==> src/verilog/rv_pkg.sv <==
// RV32I instruction-set types, opcodes, ALU operations and instruction classes
// Imported by the decode, execute and register units of the core
`default_nettype none

package rv_pkg;

    typedef logic [31:0] word_t;
    typedef logic [4:0]  reg_addr_t;

    typedef enum logic [6:0] {
        OPC_LUI    = 7'b0110111,
        OPC_AUIPC  = 7'b0010111,
        OPC_JAL    = 7'b1101111,
        OPC_JALR   = 7'b1100111,
        OPC_BRANCH = 7'b1100011,
        OPC_LOAD   = 7'b0000011,
        OPC_STORE  = 7'b0100011,
        OPC_OP_IMM = 7'b0010011,
        OPC_OP     = 7'b0110011,
        OPC_SYSTEM = 7'b1110011
    } opcode_t;

    typedef enum logic [3:0] {
        ALU_ADD,
        ALU_SUB,
        ALU_SLL,
        ALU_SLT,
        ALU_SLTU,
        ALU_XOR,
        ALU_SRL,
        ALU_SRA,
        ALU_OR,
        ALU_AND
    } alu_op_t;

    typedef enum logic [2:0] {
        CLS_ALU,
        CLS_BRANCH,
        CLS_JUMP,
        CLS_LOAD,
        CLS_STORE,
        CLS_HALT,
        CLS_ILLEGAL
    } inst_class_t;

    localparam word_t      EBREAK_WORD = 32'h0010_0073;
    localparam logic [2:0] F3_WORD     = 3'b010;  // Only LW and SW supported

endpackage

`default_nettype wire

==> src/verilog/decoder.sv <==
// RV32I decoder for fields, immediates, ALU operation and instruction class
`timescale 1ns/1ps
`default_nettype none

module decoder (
    input  rv_pkg::word_t       inst,
    output rv_pkg::reg_addr_t   rs1,
    output rv_pkg::reg_addr_t   rs2,
    output rv_pkg::reg_addr_t   rd,
    output rv_pkg::word_t       imm,
    output rv_pkg::alu_op_t     alu_op,
    output rv_pkg::inst_class_t inst_class,
    output logic [2:0]          funct3,
    output logic                use_imm,
    output logic                pc_base,
    output logic                zero_base
);
    import rv_pkg::*;

    word_t   imm_i, imm_s, imm_b, imm_u, imm_j;
    alu_op_t arith_op;

    assign rs1    = inst[19:15];
    assign rs2    = inst[24:20];
    assign rd     = inst[11:7];
    assign funct3 = inst[14:12];

    assign imm_i = {{20{inst[31]}}, inst[31:20]};
    assign imm_s = {{20{inst[31]}}, inst[31:25], inst[11:7]};
    assign imm_b = {{19{inst[31]}}, inst[31], inst[7], inst[30:25], inst[11:8], 1'b0};
    assign imm_u = {inst[31:12], 12'b0};
    assign imm_j = {{11{inst[31]}}, inst[31], inst[19:12], inst[20], inst[30:21], 1'b0};

    always_comb begin
        case (funct3)
            3'b000:  arith_op = (inst[5] && inst[30]) ? ALU_SUB : ALU_ADD;  // SUB is reg form only
            3'b001:  arith_op = ALU_SLL;
            3'b010:  arith_op = ALU_SLT;
            3'b011:  arith_op = ALU_SLTU;
            3'b100:  arith_op = ALU_XOR;
            3'b101:  arith_op = inst[30] ? ALU_SRA : ALU_SRL;
            3'b110:  arith_op = ALU_OR;
            default: arith_op = ALU_AND;
        endcase
    end

    always_comb begin
        imm        = imm_i;
        alu_op     = ALU_ADD;
        inst_class = CLS_ILLEGAL;
        use_imm    = 1'b1;
        pc_base    = 1'b0;
        zero_base  = 1'b0;
        case (inst[6:0])
            OPC_LUI: begin
                imm        = imm_u;
                zero_base  = 1'b1;
                inst_class = CLS_ALU;
            end
            OPC_AUIPC: begin
                imm        = imm_u;
                pc_base    = 1'b1;
                inst_class = CLS_ALU;
            end
            OPC_JAL: begin
                imm        = imm_j;
                pc_base    = 1'b1;
                inst_class = CLS_JUMP;
            end
            OPC_JALR: inst_class = (funct3 == 3'b000) ? CLS_JUMP : CLS_ILLEGAL;
            OPC_BRANCH: begin
                imm        = imm_b;
                pc_base    = 1'b1;  // ALU forms the target
                inst_class = (funct3[2:1] == 2'b01) ? CLS_ILLEGAL : CLS_BRANCH;
            end
            OPC_LOAD: inst_class = (funct3 == F3_WORD) ? CLS_LOAD : CLS_ILLEGAL;
            OPC_STORE: begin
                imm        = imm_s;
                inst_class = (funct3 == F3_WORD) ? CLS_STORE : CLS_ILLEGAL;
            end
            OPC_OP_IMM: begin
                alu_op     = arith_op;
                inst_class = CLS_ALU;
            end
            OPC_OP: begin
                alu_op     = arith_op;
                use_imm    = 1'b0;
                inst_class = CLS_ALU;
            end
            OPC_SYSTEM: inst_class = (inst == EBREAK_WORD) ? CLS_HALT : CLS_ILLEGAL;
            default: ;
        endcase
    end

endmodule

`default_nettype wire

==> config.mk <==
export PLATFORM = sky130hd
export DESIGN_NAME = decoder
export DESIGN_NICKNAME = d
export VERILOG_FILES = /design/src/verilog/rv_pkg.sv /design/src/verilog/decoder.sv
export SDC_FILE = /design/constraint.sdc
export NUM_CORES = 1
export LEC_CHECK = 0
export BUFFER_PORTS_ARGS = -buffer_cell sky130_fd_sc_hd__buf_2
export CORE_AREA = 2 2 49 60
export DETAILED_ROUTE_END_ITERATION = 12
export DIE_AREA = 0 0 51 62
export PLACE_DENSITY = 0.82
export SETUP_SLACK_MARGIN = 0.15
export SLEW_MARGIN = 5
export SYNTH_ARGS = -nofsm -noshare
export SYNTH_HDL_FRONTEND = slang
export SYNTH_SLANG_ARGS = --single-unit
==> constraint.sdc <==
create_clock -name vclk -period 3.3
set_clock_uncertainty 0.2 [all_clocks]
set_input_delay 0.66 -clock vclk [all_inputs]
set_output_delay 0.66 -clock vclk [all_outputs]
set_load 0.01 [all_outputs]
==> results of run 1 <==
power by group:
group | leakage (nW) | switching, mW | internal [mW] | total [mW]
registers | 0 | 0 | 0 | 0
clock network | 0 | 0 | 0 | 0
logic | 0.696 | 0.0852 | 0.0637 | 0.149
total | 0.696 | 0.0852 | 0.0637 | 0.149
area by class of cell:
cell class	count	area, sq um
well taps	34	42.5
inverters	3	11.3
fillers	298	1400
multi-input cells	113	712
repair buffers	96	490
worst max-delay path: stages:
cell and delay (ns):
buf_2 0.23, nand3_1 0.20, or4_1 0.45, and2_1 0.29
a21o_1 0.20, buf_2 0.13
cell families (layout without fill, tap and decap cells):
kind of cell,Yosys count,in the layout,share of synthesized area
buf+inv,34,99,0.233
compound gates,41,41,0.325
simple gates,71,71,0.431
mux,1,1,0.0108
cell usage in the layout (no fill, tap or decap), types with 2 or more instances in the layout:
cell,count
nor3_1,7
and2_1,8
a21o_1,19
or3_1,2
buf_4,4
nand4_1,2
o21ai_0,8
nand3_1,6
inv_1,2
nor2_1,10
nand2_1,14
a21oi_1,3
buf_2,92
or2_2,2
nand2b_1,3
nor3b_1,2
o311ai_0,2
a22o_1,3
nor4_1,6
per-stage QoR:
step           utilization  std cells  area [sq um]
6_report             0.473        246          1260
5_1_grt              0.473        246          1260
4_1_cts              0.473        246          1260
3_5_place_dp         0.473        246          1260
3_3_place_gp         0.473        246          1260
2_1_floorplan            -        147           928
layer usage:
layer | vias up | wire (microns) | track usage | part of all wire
li1 | 641 | - | - | -
met1 | 586 | 1370 | 0.249 | 0.45
met2 | 53 | 1490 | 0.340 | 0.49
met3 | 0 | 198 | 0.00718 | 0.065
met4 | 0 | 0 | 0.00772 | 0
met5 | - | 0 | 0 | 0
how the worst max path moves through the flow:
| stage | startpoint | endpoint | depth (start not counted) |
|---|---|---|---|
| after CTS | inst[4] | imm[27] | 6 |
| after global routing | inst[4] | imm[26] | 6 |
| after floorplan | inst[3] | imm[11] | 6 |
| after global placement | inst[4] | imm[30] | 6 |
| final | inst[4] | imm[27] | 6 |
| after detailed placement | inst[4] | imm[27] | 6 |
==> results_dict.tcl, run 1 <==
set metrics [dict create \
    die_height_microns 62 \
    track_usage 0.183 \
    dieWidth_microns 51 \
    yosysUniqueCellTypes 39 \
    grt_antenna_before_repair 0 \
    postRouteAntennaNets 0 \
    grt_max_degree 15 \
    achievable-frequency_mhz 330 \
    wl_per_cell_microns 12.4 \
    drt_iter0_markers 31 \
    ys_seq_area_frac 0 \
    fin_crit_sh 0.919 \
    rows 21 \
    syn_avg_cell_area_sq_um 6.32 \
    critPathRequiredTime_ns 2.44 \
    syn_nets 179 \
    dp_hpwl_mm 2.49 \
    synth_top_area_cell "a21o_1" \
    min_path_cells 2 \
    netlist.area_leader.share 0.154 \
    syn_to_final_growth_pct 35.3 \
    arrival_ns 2.17 \
    layout-drive-gt1-share 0.491 \
    synth_top_cells_by_area "a21o_1 (15%), buf_4 (15%), nand2_1 (5.7%), and2_1 (5.4%), o21ai_0 (4.3%)" \
    first_pass_iters 4 \
    clkbuf_count 0 \
    holdPathEnd "rs1[1]" \
    slew_violations 0 \
    ioPinCount 92 \
    worstHoldPathType "input pin to primary output" \
    rsz0062_at_grt "no" \
    cts_resized 0 \
    port_buffers 92 \
    powerDensity_nw_per_um2 118 \
    grt_pass1_vias 1078 \
    overflow 0 \
    syn_area_sq_um 928 \
    seq_cells 0 \
    grt_first_pass_wirelength_mm 4.77 \
    path_class "input pin to primary output" \
    regArea_sq_um 0 \
    finalHoldViolCount 0 \
    synth_cells 147 \
    maxCapViolCount 0 \
    vdd_drop_max_mv 0.0811 \
    yosys_warnings 0 \
    via_per_inst 5.20 \
    cp-start-kind "input pin" \
    finalWirelength_mm 3.06 \
    max_slew_margin 0.738 \
    layout_min_cycle_time_ns 3.03 \
    via_count 1280 \
    cts-hold-fix-buffers 0 \
    p_total_mw 0.149 \
    placeableCoreArea_sq_um 2650 \
    tightest_slew_ns 0.392 \
    post_cts_buffers 0 \
    synth_common_cells "a21o_1 (19), buf_4 (19), nand2_1 (14)" \
    crit_path_end_kind "primary output" \
    setup_tns_ns 0 \
    die-area_sq_um 3160 \
    worstHoldStart "inst[16]" \
    fin_nets 246 \
    antennaDiodeCount 0 \
    dp_slack_ns 0.274 \
    hold_ws_ns 1.33 \
    status "finished clean" \
    setup_viol 0 \
    path_max_fanout 14 \
    start_util 0.350 \
    leakage_nw 0.696 \
    setup_slack_ns 0.269 \
    drc 0 \
    routabilityCongestion 0.803 \
]
Note: power is estimated with default switching activity, not from simulation.
==> inputs of run 2 (changes only) <==
--- a/config.mk
+++ b/config.mk
@@ -5,11 +5,12 @@
 export SDC_FILE = /design/constraint.sdc
 export NUM_CORES = 1
 export LEC_CHECK = 0
+export ABC_AREA = 1
 export BUFFER_PORTS_ARGS = -buffer_cell sky130_fd_sc_hd__buf_2
 export CORE_AREA = 2 2 49 60
 export DETAILED_ROUTE_END_ITERATION = 12
 export DIE_AREA = 0 0 51 62
-export PLACE_DENSITY = 0.82
+export PLACE_DENSITY = 0.83
 export SETUP_SLACK_MARGIN = 0.15
 export SLEW_MARGIN = 5
 export SYNTH_ARGS = -nofsm -noshare
==> run 2 against run 1 <==
  * Cell area up 3.3%
  * Critical path type unchanged
  * Utilization up 1.6 points
  * Highest routed layer is now met4
  * Global-route usage down 0.41 points
  * Worst hold slack worse by 0.016 ns
  * Die area unchanged
  * Clock-buffer cell count unchanged
  * Total power down 5.7%
  * Wire length down 2.6%
==> results_dict.tcl, run 2 <==
set metrics [dict create \
    status "finished clean" \
    p_sw_mw 0.0849 \
    syn_area_sq_um 955 \
    achievable-frequency_mhz 380 \
    synth_compound_gate_area_share 0.178 \
    grt_antenna_before_repair 0 \
    swShare 0.605 \
    dieWidth_microns 51 \
    die_height_microns 62 \
    finalWirelength_mm 2.98 \
    clkbuf_count 0 \
    synthAdderAreaFrac 0 \
    p_seq_frac 0 \
    rows 21 \
    yosys_warnings 0 \
    fillers 335 \
    synth_cells 198 \
    fin_nets 302 \
    slowest_stage "nand2_1" \
    syn_nets 230 \
    path_class "input pin to primary output" \
    syn_avg_cell_area_sq_um 4.82 \
    port_buffers 92 \
    finalHoldViolCount 0 \
    synth_common_cells "nand2_1 (55), inv_1 (33), nor2_1 (30)" \
    regArea_sq_um 0 \
    grt_first_pass_wirelength_mm 4.53 \
    wl_per_cell_microns 9.86 \
    placeableCoreArea_sq_um 2650 \
    synthXorXnorAreaFrac 0 \
    vdd_drop_max_mv 0.0534 \
    crit_path_end_kind "primary output" \
    setup_viol 0 \
    synth_top_cells_by_area "nand2_1 (22%), buf_4 (16%), inv_1 (13%), nor2_1 (12%), o21ai_0 (9.4%)" \
    grt_pass1_vias 1104 \
    path_max_fanout 17 \
    netlist.area_leader.share 0.216 \
    setup_tns_ns 0 \
    die-area_sq_um 3160 \
    syn_to_final_growth_pct 35.9 \
    grt_max_degree 18 \
    post_cts_buffers 0 \
    yosysUniqueCellTypes 21 \
    synthSimpleGateAreaFrac 0.506 \
    routabilityCongestion 0.850 \
    start_util 0.360 \
    drc 0 \
    via_per_inst 4.55 \
    maxCapViolCount 0 \
    synth_top_family_by_area "simple AND/OR/NAND/NOR gates" \
    cts_resized 0 \
    ys_seq_area_frac 0 \
    antennaDiodeCount 0 \
    first_pass_iters 4 \
    worstHoldPathType "input pin to primary output" \
    powerDensity_nw_per_um2 108 \
    slew_violations 0 \
    layout_min_cycle_time_ns 2.63 \
    synth_most_common_cell "nand2_1" \
    seq_cells 0 \
    final_cell_mix "buf_2 (92), nand2_1 (55), inv_1 (33)" \
    layout_commonest_cell "buf_2" \
    leakage_nw 0.848 \
    postRouteAntennaNets 0 \
    worstHoldStart "inst[16]" \
    comb_power_share 1.000 \
    via_count 1374 \
    layout-drive-gt1-share 0.403 \
    arrival_ns 1.77 \
    p_total_mw 0.140 \
    track_usage 0.179 \
    rsz0062_at_grt "no" \
    max_slew_margin 0.801 \
    critPathRequiredTime_ns 2.44 \
    cp-start-kind "input pin" \
    overflow 0 \
    clkPwrFrac 0 \
    crit_chain "buf_2 > inv_1 > nand2_1 > nor2_4 > nand2_4 > nand2_1 > o21ai_0 > buf_2" \
    fin_crit_sh 0.796 \
    drt_iter0_markers 24 \
    p_int_mw 0.0555 \
    critPathMaxStageDelay_ns 0.27 \
    synth.area.mux_share 0 \
    cts-hold-fix-buffers 0 \
    ioPinCount 92 \
    holdPathEnd "rs1[1]" \
    tightest_slew_ns 0.297 \
    synth_top_area_cell "nand2_1" \
    dp_hpwl_mm 2.52 \
    min_path_cells 2 \
]
-- run 2: cell count changes in the layout (fill, tap and decap cells not counted), sizes merged, moves of 5 or more --
cell and change:
nand2 +48, inv +34, nor2 +23, a21o -19, o21ai +13, and2 -8, nor4 -7, nor3 -5
-- run 2: worst max path at each step --
stage / from / cells past startpoint / endpoint / slack [ns]
6_report: inst[3] / 8 / imm[20] / 0.67
5_1_grt: inst[3] / 8 / imm[25] / 0.50
4_1_cts: inst[3] / 8 / imm[20] / 0.64
3_5_place_dp: inst[3] / 8 / imm[20] / 0.64
3_3_place_gp: inst[3] / 8 / imm[30] / 0.72
2_1_floorplan: inst[5] / 7 / imm[12] / 0.99
-- run 2: power by group through the flow --
stage | Sequential, mW | Clock (mW) | Combinational (mW)
floorplan | 0 | 0 | 0.0895
global placement | 0 | 0 | 0.139
detailed placement | 0 | 0 | 0.141
CTS | 0 | 0 | 0.142
global route | 0 | 0 | 0.158
finish | 0 | 0 | 0.140
-- run 2: layout make-up --
| type | instances | area (sq um) | share of cell area |
|---|---|---|---|
| Inverter | 37 | 141 | 0.109 |
| Multi-Input combinational cell | 139 | 653 | 0.503 |
| Tap cell | 34 | 42.5 | 0.0328 |
| Timing Repair Buffer | 92 | 460 | 0.355 |
-- run 2: metrics by stage --
step / setup slack [ns] / area [sq um] / hold WS [ns] / instances / utilization
3_3_place_gp: 0.717 / 1300 / 1.32 / 302 / 0.489
2_1_floorplan: 0.987 / 955 / 1.21 / 198 / -
3_5_place_dp: 0.641 / 1300 / 1.32 / 302 / 0.489
4_1_cts: 0.640 / 1300 / 1.32 / 302 / 0.489
5_1_grt: 0.497 / 1300 / 1.33 / 302 / 0.489
6_report: 0.672 / 1300 / 1.32 / 302 / 0.489
-- run 2: worst max-delay path: cells and delay by family --
| family | cells | cell delay (ns) |
|---|---|---|
| AO/OA/AOI/OAI | 1 | 0.14 |
| buffers and inverters | 3 | 0.33 |
| AND/OR/NAND/NOR | 4 | 0.62 |
-- run 2: per-layer routing --
layer / global-route usage / share of wire / up-vias
met5: 0 / 0 / -
met4: 0.0309 / 0.015 / 0
met3: 0.00718 / 0.064 / 4
met2: 0.365 / 0.53 / 59
met1: 0.208 / 0.39 / 577
li1: - / - / 734
-- run 2: cell families after synthesis --
| kind of cell | after synthesis |
|---|---|
| simple gates | 108 |
| compound gates | 31 |
| buf+inv | 59 |
==> inputs of run 3 (changes only) <==
--- a/config.mk
+++ b/config.mk
@@ -5,12 +5,12 @@
 export SDC_FILE = /design/constraint.sdc
 export NUM_CORES = 1
 export LEC_CHECK = 0
-export ABC_AREA = 1
+export ABC_AREA = 0
 export BUFFER_PORTS_ARGS = -buffer_cell sky130_fd_sc_hd__buf_2
 export CORE_AREA = 2 2 49 60
 export DETAILED_ROUTE_END_ITERATION = 12
 export DIE_AREA = 0 0 51 62
-export PLACE_DENSITY = 0.83
+export PLACE_DENSITY = 0.82
 export SETUP_SLACK_MARGIN = 0.15
 export SLEW_MARGIN = 5
 export SYNTH_ARGS = -nofsm -noshare
==> constraint.sdc (replaced) <==
create_clock -name vclk -period 2.6
set_clock_uncertainty 0.2 [all_clocks]
set_input_delay 0.52 -clock vclk [all_inputs]
set_output_delay 0.52 -clock vclk [all_outputs]
set_load 0.01 [all_outputs]
==> run 3 against run 2 <==
  * Critical path depth shrank 1
  * Final cell count down 14%
  * Global-route usage up 3.1 points
  * Critical path type unchanged
==> results_dict.tcl, run 3 (synthesis results as in run 1) <==
set metrics [dict create \
    design_area_sq_um 1450 \
    crit_chain "buf_12 > or3b_4 > a211oi_4 > buf_6 > nor3b_2 > a31o_2 > buf_6" \
    dp_hpwl_mm 2.64 \
    status "finished clean" \
    placeableCoreArea_sq_um 2650 \
    achievable-frequency_mhz 403 \
    antennaDiodeCount 0 \
    layout_commonest_cell "buf_2" \
    die_height_microns 62 \
    crit_path_end_kind "primary output" \
    via_count 1370 \
    wl_per_cell_microns 13.1 \
    drc 0 \
    tightest_slew_ns 0.431 \
    swShare 0.534 \
    via_per_inst 5.27 \
    vdd_drop_max_mv 0.104 \
    met2_usage 0.404 \
    critPathMaxStageDelay_ns 0.39 \
    max_slew_margin 0.712 \
    busiest_layer "met2" \
    slowest_stage "or3b_4" \
    cts-hold-fix-buffers 0 \
    finalWirelength_mm 3.40 \
    path_max_fanout 5 \
    clkPwrFrac 0 \
    fillers 296 \
    regArea_sq_um 0 \
    grt_antenna_before_repair 0 \
    path_class "input pin to primary output" \
    slew_violations 0 \
    overflow 0 \
    powerDensity_nw_per_um2 149 \
    worstHoldPathType "input pin to primary output" \
    grt_pass1_vias 1196 \
    critPathRequiredTime_ns 1.88 \
    use_met3 0.0144 \
    worstHoldStart "inst[10]" \
    maxCapViolCount 0 \
    cp-start-kind "input pin" \
    first_pass_iters 4 \
    cp_num_buf_inv 3 \
    use_met1 0.265 \
    clkbuf_count 0 \
    syn_to_final_growth_pct 56.6 \
    setup_viol 0 \
    layout_min_cycle_time_ns 2.48 \
    grt_max_degree 12 \
    fin_crit_sh 0.954 \
    track_usage 0.210 \
    p_seq_frac 0 \
    finish.utilization 0.548 \
    placed_area_sq_um 1340 \
    start_util 0.350 \
    min_path_cells 2 \
    leakage_nw 0.794 \
    rsz0062_at_grt "yes" \
    seq_cells 0 \
    routabilityCongestion 0.835 \
    fin_nets 260 \
    port_buffers 92 \
    grt_first_pass_wirelength_mm 5.31 \
    p_total_mw 0.216 \
    setup_tns_ns 0 \
    arrival_ns 1.76 \
    rows 21 \
    postRouteAntennaNets 0 \
    holdPathEnd "rd[3]" \
    finalHoldViolCount 0 \
    ioPinCount 92 \
    layout-drive-gt1-share 0.558 \
    comb_power_share 1.000 \
    final_cell_mix "buf_2 (88), a21o_1 (19), buf_4 (15)" \
    p_int_mw 0.101 \
    cpLargestDelayFamily "simple AND/OR/NAND/NOR gates" \
    crit_top_cell "buf_6" \
    drt_iter0_markers 30 \
    die-area_sq_um 3160 \
    dieWidth_microns 51 \
    p_sw_mw 0.115 \
]
run 3: cell count changes in the layout (fill, tap and decap cells not counted), moves of 4 or more:
cell	previous run	this run
buf_4	0	15
buf_2	92	88
inv_1	33	2
a21o_1	0	19
o21ai_0	18	8
nor3_1	2	6
nand2_4	4	0
and2_1	0	7
nor2_1	30	10
nand2_1	55	14
buf_6	0	5
run 3: worst max-delay path by stage:
stage          cells past startpoint      end     from  slack (ns)
4_1_cts                            7   imm[0]  inst[3]        0.07
2_1_floorplan                      6  imm[11]  inst[3]        0.08
3_5_place_dp                       5  use_imm  inst[3]        0.04
3_3_place_gp                       5  use_imm  inst[3]        0.05
6_report                           7   imm[0]  inst[3]        0.12
5_1_grt                            7   imm[0]  inst[3]        0.07
run 3: layer usage:
metal  wire [microns]  part of all wire
met3              294             0.087
met5                0                 0
met4                0                 0
met2             1670              0.49
met1             1430              0.42
run 3: area by class of cell:
type / count / area, sq um / area share
Tap cell: 34 / 42.5 / 0.0293
Inverter: 3 / 11.3 / 0.00775
Multi-Input combinational cell: 114 / 771 / 0.530
Timing Repair Buffer: 109 / 629 / 0.433
run 3: through the flow:
stage                     hold WS [ns]  std cells  setup slack (ns)
after floorplan                  0.932        147            0.0756
after global placement            1.06        256            0.0472
after detailed placement          1.06        256            0.0352
after CTS                         1.06        259            0.0695
after global routing              1.07        260            0.0702
final                             1.06        260             0.121
run 3: timing repair:
item	CTS	global route
resized for setup	17	4
endpoints found under the setup margin	30	33
pin swaps	12	9
cloned	1	0
setup buffers	2	1
run 3: power groups by stage:
stage	Clock (mW)	Combinational, mW	Sequential (mW)
3_3_place_gp	0	0.199	0
3_5_place_dp	0	0.202	0
5_1_grt	0	0.236	0
6_report	0	0.216	0
4_1_cts	0	0.214	0
2_1_floorplan	0	0.126	0
